## src/rtl/sdramGeomPkg.sv

```systemverilog
`default_nettype none

package sdramGeomPkg;

	// ----------------------------------------------------------
	// Geometry
	localparam int DATA_W = 16;                     // DQ width
	localparam int DQM_W  = DATA_W / 8;             // One mask bit per byte lane
	localparam int ROW_W  = 12;
	localparam int COL_W  = 8;
	localparam int BANK_W = 2;
	localparam int ADDR_W = BANK_W + ROW_W + COL_W; // Linear word address

	typedef logic [DATA_W-1:0] dataWord_t;
	typedef logic [ADDR_W-1:0] memAddr_t;           // {bank, row, column}
	typedef logic [ROW_W-1:0]  pinAddr_t;

	// Burst and FIFO sizing
	localparam int BURST_LEN   = 8;
	localparam int BURST_CNT_W = $clog2(BURST_LEN);
	localparam int FIFO_DEPTH  = 32;
	localparam int PTR_W       = $clog2(FIFO_DEPTH);
	localparam int LEVEL_W     = PTR_W + 1;          // Holds 0..FIFO_DEPTH

	localparam memAddr_t           BURST_STEP   = memAddr_t'(BURST_LEN);
	localparam logic [LEVEL_W-1:0] BURST_LEVEL  = LEVEL_W'(BURST_LEN);
	localparam logic [LEVEL_W-1:0] RD_LEVEL_MAX = LEVEL_W'(FIFO_DEPTH - BURST_LEN);

	// ----------------------------------------------------------
	// Timing, in REF_CLK cycles
	localparam int CAS_LAT          = 2;
	localparam int T_RCD            = 2;   // ACTIVE to READ/WRITE
	localparam int T_RP             = 2;
	localparam int T_RFC            = 6;
	localparam int T_MRD            = 2;   // Mode load to first command
	localparam int INIT_WAIT        = 100; // Short power-up idle for simulation
	localparam int REFRESH_INTERVAL = 390;
	localparam int SEQ_CNT_W        = 7;   // Wide enough for INIT_WAIT
	localparam int REF_CNT_W        = $clog2(REFRESH_INTERVAL);

	// Burst 8, sequential, CAS 2, burst writes
	localparam pinAddr_t MODE_WORD = 12'b00_0_00_010_0_011;

	// A10 selects auto precharge or all banks
	localparam int       AP_BIT  = 10;
	localparam pinAddr_t AP_MASK = pinAddr_t'(1 << AP_BIT);

endpackage

`default_nettype wire

```

## src/rtl/burstFifo.sv

```systemverilog
`timescale 1ns/1ps
`default_nettype none

module burstFifo import sdramGeomPkg::*;
(
	input  logic               REF_CLK,
	input  logic               RESET_N,
	input  logic               flush,    // Drop all contents
	input  logic               push,
	input  dataWord_t          pushData,
	input  logic               pop,
	output dataWord_t          popData,  // Head word, valid while not empty
	output logic [LEVEL_W-1:0] level,
	output logic               full,
	output logic               empty
);

	dataWord_t        mem [FIFO_DEPTH];
	logic [PTR_W-1:0] wrPtr;
	logic [PTR_W-1:0] rdPtr;
	logic             doPush;
	logic             doPop;

	assign doPush  = push & ~full;   // Push into a full FIFO is lost
	assign doPop   = pop & ~empty;
	assign full    = (level == LEVEL_W'(FIFO_DEPTH));
	assign empty   = (level == '0);
	assign popData = mem[rdPtr];     // First word fall through

	always_ff @(posedge REF_CLK)
	begin
		if (doPush)
		begin
			mem[wrPtr] <= pushData;
		end
	end

	// Pointers wrap naturally, depth is a power of two
	always_ff @(posedge REF_CLK or negedge RESET_N)
	begin
		if (!RESET_N)
		begin
			wrPtr <= '0;
			rdPtr <= '0;
			level <= '0;
		end
		else if (flush)
		begin
			wrPtr <= '0;
			rdPtr <= '0;
			level <= '0;
		end
		else
		begin
			if (doPush)
			begin
				wrPtr <= wrPtr + 1'b1;
			end
			if (doPop)
			begin
				rdPtr <= rdPtr + 1'b1;
			end
			case ({doPush, doPop})
				2'b10:   level <= level + 1'b1;
				2'b01:   level <= level - 1'b1;
				default: level <= level;    // Idle or both at once
			endcase
		end
	end

endmodule

`default_nettype wire

```

## config.mk

```make
export PLATFORM = sky130hd
export DESIGN_NAME = burstFifo
export DESIGN_NICKNAME = d
export VERILOG_FILES = /design/src/rtl/sdramGeomPkg.sv /design/src/rtl/burstFifo.sv
export SDC_FILE = /design/constraint.sdc
export NUM_CORES = 1
export LEC_CHECK = 0
export BUFFER_PORTS_ARGS = -buffer_cell sky130_fd_sc_hd__buf_4
export CORE_MARGIN = 3
export CORE_UTILIZATION = 25
export CTS_CLUSTER_SIZE = 25
export DETAILED_ROUTE_END_ITERATION = 6
export PLACE_DENSITY = 0.39
export SLEW_MARGIN = 40
export SYNTH_ARGS = -nofsm -noshare
export SYNTH_HDL_FRONTEND = slang
export SYNTH_SLANG_ARGS = --single-unit
export TNS_END_PERCENT = 1
```

## constraint.sdc

```tcl
create_clock -name REF_CLK -period 3.2 [get_ports REF_CLK]
set_input_delay 0.48 -clock REF_CLK [delete_from_list [all_inputs] [get_ports REF_CLK]]
set_output_delay 0.48 -clock REF_CLK [all_outputs]
set_load 0.05 [all_outputs]
```

Word level (Yosys, flattened, before mapping)

Memories as Yosys holds them, arrays and structs flattened.
Cells that the tools add are included.

Register bits: 16
Memory bits (writable): 512
Input bits: 21
Word-level logic and storage cells: 27
Memories: 1

$add $sub $neg: 4
Eq/ne operators: 3
Muxes and demuxes: 8
Bitwise operators: 4
Reduce and logical (&&, ||, !) cells: 4

Memories:

| name | depth | bits a word | read ports | clocked after memory_dff | write ports | line            | source |
|---|---|---|---|---|---|---|---|
| mem  | 32    | 16          | 1          | 0                        | 1           | burstFifo.sv:18 | `dataWord_t mem [FIFO_DEPTH];` |

Operators with widths:

| operator              | number |
|---|---|
| $mux W5               | 4 |
| $pmux W6 S2           | 1 |
| $add A5 B1 Y5 const B | 2 |
| $add A6 B1 Y6 const B | 1 |
| $eq A6 B6 Y1 const B  | 1 |
| $logic_not A6 Y1      | 1 |
| $mux W6               | 1 |
| $sub A6 B1 Y6 const B | 1 |
| $reduce_bool A2 Y1    | 2 |
| $reduce_bool A3 Y1    | 1 |
| $and A1 B1 Y1         | 2 |
| $eq A2 B1 Y1 const B  | 1 |
| $eq A2 B2 Y1 const B  | 1 |
| $mux W1               | 2 |
| $not A1 Y1            | 2 |

Logic depth before layout (Yosys ltp)

Depth in word-level cells: 6
Depth in mapped cells: 10

Worst setup path before layout

Ideal clock, no wire load.

Path kind: flip-flop to flip-flop
Start: reg level[0]
End: reg level[5]
Library setup time: 128 ps
Arrival time: 3126 ps
Required time: 3072 ps
Path slack: -53 ps
Cell stages (with the launch flop): 11
Buffers on the path: 1
Cell sequence: dfrtp_1 -> or4_1 -> buf_2 -> o31a_4 -> nor2b_4 -> ha_1 -> a211oi_1 -> o21bai_1 -> a21oi_1 -> mux2i_1 -> mux2_1

Cells in the longest elaborated chain, start to end: 6
Elaborated cells between the ends (all ways): 13
Those cells by class: add/sub: 2; eq/ne: 3; mux: 2; bitwise: 4; reduce/logical: 2

Ends and longest elaborated chain:

| element                                          | line                             | source |
|---|---|---|
| start, declared                                  | burstFifo.sv:13                  | `output logic [LEVEL_W-1:0] level,` |
| start signal, assigned                           | burstFifo.sv:64                  | `2'b10: level <= level + 1'b1;` |
| start signal, assigned                           | burstFifo.sv:65                  | `2'b01: level <= level - 1'b1;` |
| start signal, assigned                           | burstFifo.sv:66                  | `default: level <= level;` |
| $eq A6 B6 Y1 or $logic_not A6 Y1 (tied branches) | burstFifo.sv:26, burstFifo.sv:27 |  |
| $not A1 Y1 (on tied branches)                    | burstFifo.sv:24, burstFifo.sv:25 |  |
| $and A1 B1 Y1 (on tied branches)                 | burstFifo.sv:24, burstFifo.sv:25 |  |
| $eq A2 B1 Y1 or $eq A2 B2 Y1 (tied branches)     | burstFifo.sv:63                  | `case ({doPush, doPop})` |
| $pmux W6 S2                                      | burstFifo.sv:63                  |  |
| $mux W6                                          | burstFifo.sv:47                  | `else if (flush)` |

Several ways; a longest one is shown, not always the timed one.
A chain may end at the register's enable or synchronous reset.

Worst setup path in the final report

Start: reg rdPtr[1]
End: out popData[13]

Cells in the longest elaborated chain, start to end: 1

Ends and longest elaborated chain:

| element                | line            | source |
|---|---|---|
| start, declared        | burstFifo.sv:20 | `logic [PTR_W-1:0] rdPtr;` |
| start signal, assigned | burstFifo.sv:61 | `rdPtr <= rdPtr + 1'b1;` |
| $mem_v2 Z32 W16        | --              |  |
| end, declared          | burstFifo.sv:12 | `output dataWord_t popData,` |

Every way passes these cells.

==> impl_results.md <==
- Library cells used by synthesis: 45
- Routed Antenna Nets: 0
- CP Data Required Time: 2720 ps
- Number of CTS-inserted buffers: 55
- Syn Inst Count: 1,073
- Die area: 86,700 sq um
- Post-layout min period: 3280 ps
- Ys flop type: edfxtp_1
- Nets: 1,241
- Sequential cell area fraction in the yosys report: 75.8%
- Status: complete, but fails checks
- Placed insts: 2,209
- Rows: 105
- Synth Net Count: 1,104
- Final HPWL DP: 31,400 microns
- Final WL: 57,600 microns
- Drt drc: 0
- First-pass DRT Iterations: 4
- I/O pin count: 45
- Clk slew on worst S/H paths: 60 ps
- Slew @ Worst Pin: 702 ps
- H-tree lvl count: 2
- Share of post-route cells with drive strength above 1: 31.4%
- Chip height: 294 microns
- Critical path endpoint category: primary output
- Filler Cells Inserted: 7,995
- Hold Crit Class: in -> reg
- Setup-failing EPs final: 11
- Worst Reg-to-Reg Cells: 9
- Final hold slack: 252 ps
- Max FO, Critical Path: 7
- Vias per std cell: 4.52
- Pwr dens: 740 nW/um^2
- Worst path slowest cell: dfrtp_4
- Unrepaired setup endpoints after global routing: yes
- Hold Crit Depth: 2
- Peak per-stage delay on the critical path: 570 ps
- IO buf count: 44
- Initial core utilization: 25.3%
- Clk sinks: 528
- Period utilization: 102%
- Initial antenna violation count: 4
- P_leak: 7.96 nW
- Peak VDD IR: 415 uV
- Aggregate global-route resource usage: 13.3%
- CTS root buf: clkbuf_16
- Synthesized flop and latch total: 528
- Vias in the first global route: 10.9k
- Startpoint Class: register
- Slew headroom: 53.2%
- Via Count: 10.5k
- CTS Buffer Depth: 3
- Total power: 19.1 mW
- Final Skew: 21.3 ps
- Finished Cell Area: 25,800 sq um
- DP Area: 23,100 sq um
- Largest net degree at the start of global routing: 37
- WL/cell: 24.8 microns
- Slew Viols, Final: 0
- Setup TNS: -433 ps
- Global route overflow: 0
- WP data arrival: 2800 ps
- Syn Std Cell Area: 20,800 sq um
- Share of flip-flops with an asynchronous set or reset: 3.03%
- CTS tree: built
- Failing checks: setup timing
- Mapped Avg Cell Area: 19.4 sq um
- Worst-skew pair later-pin latency: 600 ps
- Iteration-0 DRC Markers: 723
- YS warnings: 0
- Fmax: 305 MHz
- Final Non-Filler Cells: 2,324
- Setup ws final: -77.6 ps
- Final GP Congestion: 0.714
- Critical path class: reg -> out
- Core ar.: 82,200 sq um
- Die Width: 294 microns
- Max-Cap Viols: 0
- Global-route wire length before repair: 81,900 microns
- CP Cell Sequence: buf_12, buf_12, buf_16, mux2i_1, a22o_1, a21oi_2, a31oi_1, buf_4, o221ai_2, buf_4, buf_8
- Area Overhead vs Synth: 23.9%
- Post-synth EDFFs: 512
- Final hold vios: 0
layer usage:
layer | GRT usage, % | up-vias | wire (microns)
li1 | - | 4646 | -
met1 | 18.4 | 5606 | 26800
met2 | 21.7 | 173 | 27500
met3 | 2.11 | 71 | 2000
met4 | 3.49 | 4 | 1230
met5 | 0 | - | 23
power by group:
| group | total (mW) | internal, mW | switching, mW |
|---|---|---|---|
| sequential | 7.81 | 7.71 | 0.103 |
| combinational | 5.13 | 2.30 | 2.83 |
| clock | 6.14 | 3.55 | 2.59 |
stage by stage:
stage / worst slack (ps) / utilization (%)
3_3_place_gp: 77.7 / 28.1
3_5_place_dp: 141 / 28.1
5_1_grt: -164 / 31.3
2_1_floorplan: 31.4 / -
6_report: -77.6 / 31.3
4_1_cts: -155 / 31.1
layout by cell type, fill, tap and decap left out, types with 5 or more instances in the layout:
master	n
mux2i_1	139
edfxtp_1	512
nand2_1	23
dfrtp_1	11
mux2i_2	17
mux2i_4	7
o221ai_2	8
a21oi_1	7
clkinv_1	12
mux4_2	64
a31oi_4	5
a21oi_2	9
buf_12	14
clkbuf_16	58
buf_6	13
ha_1	9
buf_16	9
mux2_2	5
clkbuf_1	16
nor3_2	11
a22o_1	42
a31oi_1	10
a22oi_1	5
nor2_1	27
nor2_2	24
o221ai_1	7
buf_4	96
xor2_1	7
clkinv_2	9
logic make-up (layout without fill, tap and decap cells):
kind of cell,after synthesis,count (layout),share of synthesized area (%)
xor+xnor,10,10,0.421
other cells,0,1,0
flops,528,528,75.8
mux,233,233,15.1
compound gates,110,110,4.09
simple gates,118,118,2.60
buf+inv,64,244,1.32
fa+ha+maj,10,10,0.638
synth_stat cells, drive strengths merged (2+ instances only):
library cell / number / area, sq um
nand3b: 2 / 15.0
clkbuf: 29 / 109
nand2: 25 / 96.4
o221ai: 16 / 140
a22o: 42 / 368
xor2: 7 / 61.3
a211oi: 2 / 15.0
dfrtp: 16 / 400
nor2: 51 / 191
xnor2: 3 / 26.3
nand3: 3 / 15.0
ha: 9 / 113
a21o: 2 / 16.3
a21oi: 20 / 104
nor2b: 5 / 38.8
inv: 3 / 11.3
mux4: 64 / 1440
mux2i: 163 / 1630
o31a: 2 / 35.0
and3: 2 / 12.5
buf: 32 / 154
or3b: 2 / 17.5
nor3: 18 / 90.1
edfxtp: 512 / 15400
mux2: 6 / 67.6
a22oi: 6 / 45.0
a31oi: 16 / 100
nand2b: 2 / 12.5
nand4: 3 / 18.8
registers in the layout, indices dropped and copies added (netlist names):
signal  cells
level       6
wrPtr       5
rdPtr       5
mem       512
critical path, delay by kind of cell, from the launching register on:
family          cells  cell delay [ps]
compound gates      4              590
buf+inv             6              940
flops               1              570
mux                 1              110
layout make-up:
| type | count | area (sq um) | share of cell area, % |
|---|---|---|---|
| Sequential cell | 528 | 15800 | 61.3 |
| Multi-Input combinational cell | 481 | 5310 | 20.6 |
| Timing Repair Buffer | 141 | 1610 | 6.23 |
| Clock buffer | 76 | 1530 | 5.93 |
| Tap cell | 1070 | 1340 | 5.20 |
| Clock inverter | 24 | 180 | 0.699 |
| Inverter | 3 | 11.3 | 0.0437 |
| Antenna cell | 1 | 2.50 | 0.00971 |
timing repair:
action,CTS,global route
gates cloned,8,1
setup endpoints to repair,16,17
buffers inserted,7,1
gates resized for setup,94,26
hold endpoints to repair,16,0
pin swaps,17,7
hold buffers,1,0
path summary, 6_finish.rpt:
check | startpoint | to | slack (ps)
max | rdPtr[1]$_DFFE_PN0P_ | popData[13] | -80
min | flush | rdPtr[0]$_DFFE_PN0P_ | 250
max reg2reg | level[1]$_DFFE_PN0P_ | level[5]$_DFFE_PN0P_ | 180
min reg2reg | level[3]$_DFFE_PN0P_ | level[3]$_DFFE_PN0P_ | 570
max in group asynchronous | RESET_N | rdPtr[0]$_DFFE_PN0P_ | 2660
min in group asynchronous | RESET_N | level[1]$_DFFE_PN0P_ | 290
(Power assumes the default switching activity.)
