### config.mk
export PLATFORM = sky130hd
export DESIGN_NAME = burstSequencer
export DESIGN_NICKNAME = d
export VERILOG_FILES = /design/src/rtl/sdramCmdPkg.sv /design/src/rtl/sdramGeomPkg.sv /design/src/rtl/burstSequencer.sv
export SDC_FILE = /design/constraint.sdc
export NUM_CORES = 1
export LEC_CHECK = 0
export BUFFER_PORTS_ARGS = -buffer_cell sky130_fd_sc_hd__buf_2
export CAP_MARGIN = 5
export CORE_AREA = 2 2 67 82
export DETAILED_ROUTE_END_ITERATION = 12
export DIE_AREA = 0 0 69 84
export PLACE_DENSITY = 0.85
export SKIP_CTS_REPAIR_TIMING = 1
export SLEW_MARGIN = 30
export SYNTH_ARGS = -nofsm -noshare
export SYNTH_HDL_FRONTEND = slang
export SYNTH_SLANG_ARGS = --single-unit
### constraint.sdc
create_clock -name REF_CLK -period 2.3 [get_ports REF_CLK]
set_input_delay 0.23 -clock REF_CLK [delete_from_list [all_inputs] [get_ports REF_CLK]]
set_output_delay 0.23 -clock REF_CLK [all_outputs]
set_load 0.01 [all_outputs]
### src/rtl/sdramCmdPkg.sv
`default_nettype none

package sdramCmdPkg;

	// Pin code {rasN, casN, weN}, csN low
	typedef enum logic [2:0] {
		CMD_LOAD_MODE = 3'b000,
		CMD_REFRESH   = 3'b001,
		CMD_PRECHARGE = 3'b010,
		CMD_ACTIVE    = 3'b011,
		CMD_WRITE     = 3'b100,
		CMD_READ      = 3'b101,
		CMD_NOP       = 3'b111
	} sdramCmd_e;

	// Sequencer, init steps first
	typedef enum logic [3:0] {
		SEQ_INIT_WAIT,
		SEQ_INIT_PRE,
		SEQ_INIT_REF,
		SEQ_INIT_MODE,
		SEQ_IDLE,
		SEQ_REFRESH,
		SEQ_ACTIVATE,
		SEQ_ACCESS,
		SEQ_RECOVER
	} seqState_e;

	// Burst arbiter
	typedef enum logic [1:0] {
		ARB_IDLE,
		ARB_WRITE_BURST,
		ARB_READ_BURST
	} arbState_e;

endpackage

`default_nettype wire

### src/rtl/sdramGeomPkg.sv
`default_nettype none

package sdramGeomPkg;

	// ----------------------------------------------------------
	// Geometry
	localparam int DATA_W = 16;                     // DQ width
	localparam int DQM_W  = DATA_W / 8;             // One mask bit per byte lane
	localparam int ROW_W  = 12;
	localparam int COL_W  = 8;
	localparam int BANK_W = 2;
	localparam int ADDR_W = BANK_W + ROW_W + COL_W; // Linear word address

	typedef logic [DATA_W-1:0] dataWord_t;
	typedef logic [ADDR_W-1:0] memAddr_t;           // {bank, row, column}
	typedef logic [ROW_W-1:0]  pinAddr_t;

	// Burst and FIFO sizing
	localparam int BURST_LEN   = 8;
	localparam int BURST_CNT_W = $clog2(BURST_LEN);
	localparam int FIFO_DEPTH  = 32;
	localparam int PTR_W       = $clog2(FIFO_DEPTH);
	localparam int LEVEL_W     = PTR_W + 1;          // Holds 0..FIFO_DEPTH

	localparam memAddr_t           BURST_STEP   = memAddr_t'(BURST_LEN);
	localparam logic [LEVEL_W-1:0] BURST_LEVEL  = LEVEL_W'(BURST_LEN);
	localparam logic [LEVEL_W-1:0] RD_LEVEL_MAX = LEVEL_W'(FIFO_DEPTH - BURST_LEN);

	// ----------------------------------------------------------
	// Timing, in REF_CLK cycles
	localparam int CAS_LAT          = 2;
	localparam int T_RCD            = 2;   // ACTIVE to READ/WRITE
	localparam int T_RP             = 2;
	localparam int T_RFC            = 6;
	localparam int T_MRD            = 2;   // Mode load to first command
	localparam int INIT_WAIT        = 100; // Short power-up idle for simulation
	localparam int REFRESH_INTERVAL = 390;
	localparam int SEQ_CNT_W        = 7;   // Wide enough for INIT_WAIT
	localparam int REF_CNT_W        = $clog2(REFRESH_INTERVAL);

	// Burst 8, sequential, CAS 2, burst writes
	localparam pinAddr_t MODE_WORD = 12'b00_0_00_010_0_011;

	// A10 selects auto precharge or all banks
	localparam int       AP_BIT  = 10;
	localparam pinAddr_t AP_MASK = pinAddr_t'(1 << AP_BIT);

endpackage

`default_nettype wire

### src/rtl/burstSequencer.sv
`timescale 1ns/1ps
`default_nettype none

module burstSequencer import sdramGeomPkg::*, sdramCmdPkg::*;
(
	input  logic              REF_CLK,
	input  logic              RESET_N,
	input  logic              burstReq,
	input  logic              burstWrite,
	input  memAddr_t          burstAddr,
	output logic              burstAck,      // Pulse with ACTIVE
	output logic              burstDone,     // Pulse at end of recovery
	output logic              initDone,
	output logic              wrPop,
	output logic              captureStart,  // Pulse with READ
	output sdramCmd_e         cmd,
	output pinAddr_t          pinAddr,
	output logic [BANK_W-1:0] bank,
	output logic              driveDq
);

	seqState_e            state;
	logic [SEQ_CNT_W-1:0] cnt;          // Cycles spent in current state
	logic [SEQ_CNT_W-1:0] accessLast;
	logic [REF_CNT_W-1:0] refTimer;
	logic                 refDue;
	logic                 secondRef;    // Init refresh two still to go
	logic                 isWrite;
	logic [COL_W-1:0]     colReg;
	pinAddr_t             colAddr;

	// Write ends with its data, read waits out CAS latency too
	assign accessLast = isWrite ? SEQ_CNT_W'(BURST_LEN - 1) : SEQ_CNT_W'(CAS_LAT + BURST_LEN - 1);
	assign colAddr    = pinAddr_t'(colReg) | AP_MASK;   // Auto precharge

	always_ff @(posedge REF_CLK or negedge RESET_N)
	begin
		if (!RESET_N)
		begin
			state        <= SEQ_INIT_WAIT;
			cnt          <= '0;
			refTimer     <= '0;
			refDue       <= 1'b0;
			secondRef    <= 1'b0;
			isWrite      <= 1'b0;
			colReg       <= '0;
			burstAck     <= 1'b0;
			burstDone    <= 1'b0;
			initDone     <= 1'b0;
			wrPop        <= 1'b0;
			captureStart <= 1'b0;
			cmd          <= CMD_NOP;
			pinAddr      <= '0;
			bank         <= '0;
			driveDq      <= 1'b0;
		end
		else
		begin
			cmd          <= CMD_NOP;   // Strobes last one cycle
			burstAck     <= 1'b0;
			burstDone    <= 1'b0;
			captureStart <= 1'b0;
			cnt          <= cnt + 1'b1;

			case (state)
				// --------------------------------------------------
				// Power-up sequence
				SEQ_INIT_WAIT:
				begin
					if (cnt == SEQ_CNT_W'(INIT_WAIT - 1))
					begin
						cmd     <= CMD_PRECHARGE;
						pinAddr <= AP_MASK;          // All banks
						cnt     <= '0;
						state   <= SEQ_INIT_PRE;
					end
				end
				SEQ_INIT_PRE:
				begin
					if (cnt == SEQ_CNT_W'(T_RP - 1))
					begin
						cmd   <= CMD_REFRESH;
						cnt   <= '0;
						state <= SEQ_INIT_REF;
					end
				end
				SEQ_INIT_REF:
				begin
					if (cnt == SEQ_CNT_W'(T_RFC - 1))
					begin
						cnt <= '0;
						if (!secondRef)
						begin
							cmd       <= CMD_REFRESH;
							secondRef <= 1'b1;
						end
						else
						begin
							cmd     <= CMD_LOAD_MODE;
							pinAddr <= MODE_WORD;
							bank    <= '0;
							state   <= SEQ_INIT_MODE;
						end
					end
				end
				SEQ_INIT_MODE:
				begin
					if (cnt == SEQ_CNT_W'(T_MRD - 1))
					begin
						initDone <= 1'b1;
						state    <= SEQ_IDLE;
					end
				end
				// --------------------------------------------------
				// Normal operation, refresh before the next burst
				SEQ_IDLE:
				begin
					cnt <= '0;
					if (refDue)
					begin
						cmd    <= CMD_REFRESH;
						refDue <= 1'b0;
						state  <= SEQ_REFRESH;
					end
					else if (burstReq)
					begin
						cmd      <= CMD_ACTIVE;
						burstAck <= 1'b1;
						bank     <= burstAddr[ADDR_W-1 -: BANK_W];
						pinAddr  <= burstAddr[COL_W +: ROW_W];    // Row
						colReg   <= burstAddr[COL_W-1:0];
						isWrite  <= burstWrite;
						state    <= SEQ_ACTIVATE;
					end
				end
				SEQ_REFRESH:
				begin
					if (cnt == SEQ_CNT_W'(T_RFC - 1))
					begin
						state <= SEQ_IDLE;
					end
				end
				SEQ_ACTIVATE:
				begin
					if (cnt == SEQ_CNT_W'(T_RCD - 1))
					begin
						cmd          <= isWrite ? CMD_WRITE : CMD_READ;
						pinAddr      <= colAddr;
						wrPop        <= isWrite;     // First word leaves with WRITE
						driveDq      <= isWrite;
						captureStart <= !isWrite;
						cnt          <= '0;
						state        <= SEQ_ACCESS;
					end
				end
				SEQ_ACCESS:
				begin
					if (cnt == accessLast)
					begin
						wrPop   <= 1'b0;
						driveDq <= 1'b0;
						cnt     <= '0;
						state   <= SEQ_RECOVER;
					end
				end
				SEQ_RECOVER:
				begin
					if (cnt == SEQ_CNT_W'(T_RP - 1))
					begin
						burstDone <= 1'b1;
						state     <= SEQ_IDLE;
					end
				end
				default: state <= SEQ_INIT_WAIT;
			endcase

			// Refresh timer, set wins over the clear in IDLE
			if (initDone)
			begin
				if (refTimer == REF_CNT_W'(REFRESH_INTERVAL - 1))
				begin
					refTimer <= '0;
					refDue   <= 1'b1;
				end
				else
				begin
					refTimer <= refTimer + 1'b1;
				end
			end
		end
	end

endmodule

`default_nettype wire

Yosys cells after proc, flatten, opt, wreduce, memory -nomap -nowiden
Cells that the tools add are included.
{"block": "word_totals", "register_bits": 53, "latchBits": 0, "mem_bits_rw": 0, "romBits": 0, "inputBits": 26, "out_inout_bits": 23, "wordCells": 108, "mem_count": 0}
{"block": "classes", "add_sub_neg": 2, "multipliers": 0, "div_mod_pow": 0, "magnitude_cmp": 0, "n_eq_ne": 24, "shifts": 0, "n_mux": 52, "bitwise": 1, "n_reduce_logical": 14}
{"operator": "$mux 12", "n": 6}
{"operator": "$pmux 12 s4", "n": 1}
{"operator": "$mux 4", "n": 11}
{"operator": "$pmux 7 s5", "n": 1}
{"operator": "$pmux 4 s8", "n": 1}
{"operator": "$mux 7", "n": 4}
{"operator": "$ne 2x2->1 const B", "n": 9}
{"operator": "$eq 4x3->1 const B", "n": 4}
{"operator": "$mux 3", "n": 5}
{"operator": "$pmux 3 s5", "n": 1}
{"operator": "$mux 1", "n": 14}
{"operator": "$mux 2", "n": 5}
{"operator": "$add 9x1->9 const B", "n": 1}
{"operator": "$eq 9x9->1 const B", "n": 1}
{"operator": "$mux 9", "n": 1}
{"operator": "$reduce_and 9->1", "n": 1}
{"operator": "$eq 4x2->1 const B", "n": 2}
{"operator": "$add 7x1->7 const B", "n": 1}
{"operator": "$eq 7x1->1 const B", "n": 1}
{"operator": "$eq 7x3->1 const B", "n": 1}
{"operator": "$eq 7x4->1", "n": 1}
{"operator": "$eq 7x7->1 const B", "n": 1}
{"operator": "$reduce_and 7->1", "n": 1}
{"operator": "$reduce_and 3->1", "n": 2}
{"operator": "other kinds (14)", "n": 17}

Logic depth before layout (Yosys ltp)
Gate-level depths: netlist of run 1.
{"block": "depth", "ltp_word": 4, "mapped_depth": 9, "mapped_depth_nobuf": 8}

Least setup slack after synthesis of run 1
Ideal clock, no wire load.
{"block": "synth_path", "path_type": "register to register", "start": "reg cnt[1]", "end": "reg pinAddr[5]", "setup_time_ns": 0.136, "t_arrival_ns": 1.864, "t_required_ns": 2.164, "setup_slack_ns": 0.299, "path_stages_with_launch": 10, "n_path_buf": 1, "period_less_slack_ns": 2.001, "cell_sequence": "dfrtp_1 -> inv_1 -> ha_1 -> nor4b_4 -> a31oi_1 -> a32oi_2 -> o211ai_2 -> clkbuf_1 -> nand2_1 -> o41ai_2"}
{"block": "synth_between", "elab_chain_len": 3, "word_cells_on_any_way": 7, "cone_classes": "eq/ne: 6; reduce/logical: 1"}
{"element": "from (decl)", "line": "burstSequencer.sv:23", "rtl": "logic [SEQ_CNT_W-1:0] cnt;"}
{"element": "from (signal assigned)", "line": "burstSequencer.sv:63", "rtl": "cnt <= cnt + 1'b1;"}
{"element": "$eq 7x3->1 (tied with other cells)", "line": "burstSequencer.sv:89", "rtl": "if (cnt == SEQ_CNT_W'(T_RFC - 1))"}
{"element": "$ne 2x2->1 (no line)"}
{"element": "$reduce_and 7->1 (no line) (*)"}
{"element": "to (signal assigned)", "line": "burstSequencer.sv:130", "rtl": "pinAddr <= burstAddr[COL_W +: ROW_W];"}
{"element": "to (signal assigned)", "line": "burstSequencer.sv:148", "rtl": "pinAddr <= colAddr;"}
{"element": "to (decl)", "line": "burstSequencer.sv:17", "rtl": "output pinAddr_t pinAddr,"}
Every way passes the cells marked *; elsewhere a longest branch is shown, timed or not.
A chain may end at the register's enable or synchronous reset.

Worst setup path in the final report of run 1
Same ends and word-level chain as after synthesis.

==> results of run 1 <==
==> through the flow <==
stage	worst slack [ps]	TNS, ps	hold WS [ps]	instances
after floorplan	299	0	-65.6	271
after global placement	183	0	375	376
after detailed placement	34.1	0	389	376
after CTS	25.0	0	55.6	384
after global routing	-16.3	-23.8	80.1	389
final	112	0	27.7	389
==> layer usage <==
metal / track usage / vias up / share of wire
met5: 0 / - / 0
met4: 0.0784 / 0 / 0.022
met3: 0.0459 / 17 / 0.041
met2: 0.348 / 69 / 0.50
met1: 0.270 / 1027 / 0.44
li1: - / 1072 / -
==> cell usage after synthesis, types with 3 or more instances <==
library cell	number	area [um^2]
inv_1	8	30.0
a22oi_1	8	60.1
nand2_1	30	113
nor3_1	4	20.0
xor2_1	5	43.8
o21ai_0	25	125
nor2_1	22	82.6
ha_1	4	50.1
dfstp_2	3	78.8
nand4_1	6	37.5
a21oi_1	10	50.1
nor2b_1	9	56.3
a31oi_1	3	18.8
clkbuf_1	13	48.8
nand2b_1	8	50.1
o211ai_1	4	30.0
xnor2_1	4	35.0
a21o_1	3	22.5
nand3_1	9	45.0
mux2_2	10	113
o41ai_1	3	26.3
dfrtp_1	50	1250
==> power groups by stage <==
stage	combinational [uW]	sequential (uW)	clock (uW)
finish	40.5	931	521
global route	46.4	932	578
CTS	41.4	931	532
detailed placement	41.6	950	0
global placement	40.4	950	0
floorplan	1.28	950	0
==> final cells by class <==
cell class | instances | area, um^2 | area share
inverters | 8 | 30.0 | 0.00960
clock inverters | 2 | 13.8 | 0.00440
multi-input cells | 195 | 1250 | 0.400
well taps | 62 | 77.6 | 0.0248
repair buffers | 63 | 353 | 0.113
flip-flops and latches | 53 | 1330 | 0.425
clock buffers | 6 | 72.6 | 0.0232
==> cell families after synthesis <==
logic type	share of synthesized area
buffers and inverters	0.0367
AO/OA/AOI/OAI	0.171
XOR/XNOR	0.0296
adder cells (fa/ha/maj)	0.0188
AND/OR/NAND/NOR	0.198
multiplexers	0.0461
flip-flops	0.500
==> registers in the layout, summed over array words and instances (netlist names) <==
signal / flops
colReg: 8
refTimer: 9
captureStart: 1
state: 4
secondRef: 1
burstDone: 1
refDue: 1
driveDq: 1
bank: 2
burstAck: 1
cnt: 7
isWrite: 1
pinAddr: 12
cmd: 3
initDone: 1
==> layout by cell type, fill, tap and decap left out, types with 3 or more instances in the layout <==
cell type   n
o21ai_0    24
a21oi_1    10
a22oi_1     8
inv_1       8
a31oi_1     3
xnor2_1     4
nor2_1     22
xor2_1      5
dfstp_2     3
clkbuf_8    5
o211ai_1    4
nor3_1      4
nor2b_1     9
mux2_2     10
ha_1        4
nand2b_1    8
buf_2      48
nand2_1    30
nand3_1     9
buf_4      15
dfrtp_1    50
nand4_1     6
a21o_1      3
==> worst reg2reg max path, stage by stage, from the launching register on <==
cell and delay (ps):
dfrtp_1 430, inv_1 70, ha_1 150, nor4b_4 330
a31oi_1 170, a32oi_2 360, o211ai_4 170, buf_4 180
o41ai_2 250
==> worst max path at each step <==
stage                            end  cells past startpoint
after floorplan           pinAddr[5]                      9
after global placement      state[2]                      8
after detailed placement  pinAddr[1]                      7
after CTS                 pinAddr[1]                      9
after global routing      pinAddr[1]                      9
final                     pinAddr[5]                      8
==> impl_metrics.py, run 1 <==
metrics = {
    "cells_and_area": {
        "diodes": 0,
        "final_layout_size_suffix_gt1_frac": 0.272,
        "fillers": 426,
        "final_core_util": 0.616,
        "nets": 356,
        "syn_to_final_growth_pct": 17.5,
        "final_area_um2": 3130,
    },
    "detailed_routing": {
        "drt_iter0_markers": 272,
        "ant_nets": 0,
        "vias": 2185,
        "drc": 0,
        "totalWireLength_mm": 6.05,
        "avgRoutedWirePerCell_um": 15.6,
        "first_pass_iters": 4,
        "viasPerCell": 5.62,
    },
    "timing": {
        "finalCritPeriodShare": 0.951,
        "setup_viol": 0,
        "slew_violations": 0,
        "fmax_mhz": 457,
        "skew_ps": 4.95,
        "slew_headroom": 0.559,
        "hold_viol_final": 0,
        "tightest_slew_ps": 662,
        "fin_crit_ps": 2190,
    },
    "power_and_ir_drop": {
        "p_leak_uw": 0.00149,
        "power_uw": 1490,
        "swShare": 0.219,
        "p_switching_uw": 327,
        "comb_power_share": 0.027,
        "p_int_uw": 1170,
        "ir_drop_mv": 0.315,
        "power_frac_seq": 0.624,
        "power.density_nw_per_um2": 477,
        "clkPwrFrac": 0.349,
    },
    "worst_setup_path": {
        "cp.required_ps": 2510,
        "slowest_stage": "dfrtp_1",
        "r2r-start": "cnt[1]",
        "regToRegEndpoint": "pinAddr[5]",
        "r2r_slack_ps": 110,
        "cp_max_fo": 6,
        "arrival_ps": 2400,
        "end_kind": "flop",
        "reg2reg_depth": 8,
        "cp_cell_sequence": "inv_1, ha_1, nor4b_4, a31oi_1, a32oi_2, o211ai_4, buf_4, o41ai_2",
        "critPathBufInv": 2,
        "cpPeakStageDelay_ps": 430,
        "worstSetupStartpointType": "flop",
        "crit_family": "compound AO/OA/AOI/OAI gates",
        "startpoint": "cnt[1]",
        "critical_path_class": "reg -> reg",
    },
    "clock_tree": {
        "path_clk_slew_ps": 90,
        "cts-root-buf": "clkbuf_8",
        "htreeDepth": 2,
        "cts_buffer_depth": 2,
        "cts_sinks": 53,
        "cts_tree": "yes",
        "numCtsBuffers": 5,
        "clk_latency_ps": 300,
    },
    "global_routing": {
        "grt_overflow": 0,
        "grt_pass1_wl_mm": 9.96,
        "grt_max_degree": 54,
        "grt_usage": 0.210,
        "grt_pass1_vias": 2103,
        "antenna_found_initial": 0,
    },
    "place": {
        "port_buffers": 48,
        "dpl_cell_area_um2": 2990,
        "routabilityCongestion": 0.874,
        "hpwlAfterDp_mm": 4.22,
    },
    "synth": {
        "ys_ff_latch": 53,
        "avgSynthCellArea_um2": 9.82,
        "async_flop_share": 1.00,
        "synthCells": 271,
        "yosysWarnings": 0,
        "synthDistinctLibCells": 46,
        "ys.flop_type": "dfrtp_1",
        "synth_nets": 301,
        "netlist_area_um2": 2660,
        "ys_seq_area_frac": 0.500,
        "synth-edff-count": 0,
    },
    "floorplanning": {
        "start_util": 0.524,
        "core.rowCount": 29,
        "dieArea_um2": 5800,
        "io-pin-count": 49,
        "die_h_um": 84,
        "die_x_um": 69,
        "core_um2": 5080,
    },
    "outcome": {
        "outcome": "complete, no violations",
    },
    "hold_path": {
        "hold_class": "in -> async",
    },
    "run": {
        "cap_violations": 0,
    },
}
(Power assumes the default switching activity.)
==> inputs of run 2 (changes only) <==
- PLACE_DENSITY: 0.85 -> 0.77
==> impl_metrics.py, run 2 (synthesized netlist as in run 1, its figures left out) <==
metrics = {
    "timing": {
        "hold_viol_final": 0,
        "setup_viol": 0,
        "slew_violations": 0,
        "rsz0062_at_grt": "yes",
        "fin_tns_setup_ps": 0,
        "slew_headroom": 0.584,
        "fin_crit_ps": 2220,
        "tightest_slew_ps": 618,
        "skew_ps": 10.5,
        "finalCritPeriodShare": 0.964,
        "fmax_mhz": 451,
    },
    "cells_and_area": {
        "multi_input_area_um2": 1250,
        "syn_to_final_growth_pct": 18.5,
        "nets": 357,
        "diodes": 0,
        "largest_reg_flops": 12,
        "final_cell_mix": "dfrtp_1 (50), buf_2 (48), nand2_1 (30)",
        "final_layout_size_suffix_gt1_frac": 0.268,
        "reg.largest.list": "pinAddr: 12 flops, refTimer: 9 flops, colReg: 8 flops",
        "layout_commonest_cell": "dfrtp_1",
        "fillers": 451,
        "ff_latch_area_um2": 1330,
        "final_area_um2": 3150,
        "regMostFlops": "pinAddr",
        "layout.cells.non_filler": 390,
    },
    "clock_tree": {
        "cts_tree": "yes",
        "cts_buffer_depth": 2,
        "cts-root-buf": "clkbuf_8",
        "cts_sinks": 53,
        "clk_latency_ps": 310,
        "htreeDepth": 2,
        "numCtsBuffers": 5,
        "path_clk_slew_ps": 90,
    },
    "worst_setup_path": {
        "arrival_ps": 2400,
        "cp_cell_sequence": "inv_1, ha_1, nor4b_4, and2_1, a2bb2oi_1, nand4_1, o21ai_0, o31ai_1",
        "slowest_stage": "dfrtp_1",
        "end_kind": "flop",
        "worstSetupStartpointType": "flop",
        "cpPeakStageDelay_ps": 410,
        "cp.required_ps": 2490,
        "crit_family": "simple AND/OR/NAND/NOR gates",
        "cp_max_fo": 7,
        "critical_path_class": "reg -> reg",
        "critPathBufInv": 1,
    },
    "place": {
        "post-place-cells": 378,
        "hpwlAfterDp_mm": 4.31,
        "dpl_cell_area_um2": 3010,
        "port_buffers": 48,
        "routabilityCongestion": 0.903,
    },
    "floorplanning": {
        "core.rowCount": 29,
        "die_x_um": 69,
        "die_h_um": 84,
        "core_um2": 5080,
        "io-pin-count": 49,
        "start_util": 0.524,
        "dieArea_um2": 5800,
    },
    "global_routing": {
        "grt_pass1_vias": 2063,
        "grt_max_degree": 54,
        "antenna_found_initial": 0,
        "grt_overflow": 0,
        "grt_pass1_wl_mm": 9.79,
        "grt_usage": 0.207,
    },
    "power_and_ir_drop": {
        "ir_drop_mv": 0.343,
        "power_uw": 1510,
        "p_leak_uw": 0.00150,
        "power.density_nw_per_um2": 478,
    },
    "outcome": {
        "outcome": "complete, no violations",
    },
    "detailed_routing": {
        "vias": 2175,
        "drc": 0,
        "totalWireLength_mm": 5.82,
        "first_pass_iters": 4,
        "ant_nets": 0,
        "avgRoutedWirePerCell_um": 14.9,
        "drt_iter0_markers": 182,
        "viasPerCell": 5.58,
    },
    "run": {
        "cap_violations": 0,
    },
    "hold_path": {
        "hold_class": "in -> reg",
    },
}
## run 2: cell count changes in the layout (fill, tap and decap cells not counted), sizes merged
cell         before  now
dlygate4sd3       0    1
clkinvlp          0    1
clkbuf            6    7
inv               9    8
clkinv            1    0
## run 2: power breakdown
part / internal [uW] / switching [uW] / total, uW
Combinational: 20.1 / 24.6 / 44.7
Clock: 245 / 288 / 533
Sequential: 931 / 0 / 931
Total: 1200 / 312 / 1510
## run 2: per-stage QoR
| step | util | setup slack [ps] | hold WS, ps |
|---|---|---|---|
| after global routing | 0.621 | -33.3 | 145 |
| after detailed placement | 0.593 | 99.5 | 244 |
| after floorplan | - | 299 | -65.6 |
| final | 0.621 | 83.5 | 150 |
| after global placement | 0.593 | 169 | 241 |
| after CTS | 0.612 | 84.7 | -91.8 |
## run 2: path summary, 6_finish.rpt
| path | end | startpoint | depth (start not counted) | slack (ps) |
|---|---|---|---|---|
| max in group asynchronous | cmd[1] | RESET_N | 3 | 1530 |
| hold reg to reg | secondRef | secondRef | 2 | 480 |
| setup / recovery | state[2] | cnt[1] | 8 | 80 |
| setup reg to reg | state[2] | cnt[1] | 8 | 80 |
| hold / removal | bank[0] | burstAddr[20] | 3 | 150 |
| min in group asynchronous | refTimer[7] | RESET_N | 3 | 480 |
## run 2: area by class of cell
| class | instances | area share |
|---|---|---|
| multi-input cells | 195 | 0.395 |
| clock inverters | 1 | 0.00238 |
| flip-flops and latches | 53 | 0.422 |
| inverters | 8 | 0.00952 |
| well taps | 62 | 0.0246 |
| repair buffers | 64 | 0.119 |
| clock buffers | 7 | 0.0274 |
## run 2: worst reg2reg max path: stages, from the launching register on
cell and delay (ps):
dfrtp_1 410, inv_1 70, ha_1 140, nor4b_4 360, and2_1 280, a2bb2oi_1 240
nand4_1 280, o21ai_0 240, o31ai_1 90
## run 2: per-layer routing
metal	routed length, um	global-route usage	part of all wire	up-vias
met2	2930	0.334	0.50	45
met3	222	0.0362	0.038	9
met5	0	0	0	-
li1	-	-	-	1073
met4	91	0.0749	0.016	0
met1	2580	0.281	0.44	1048
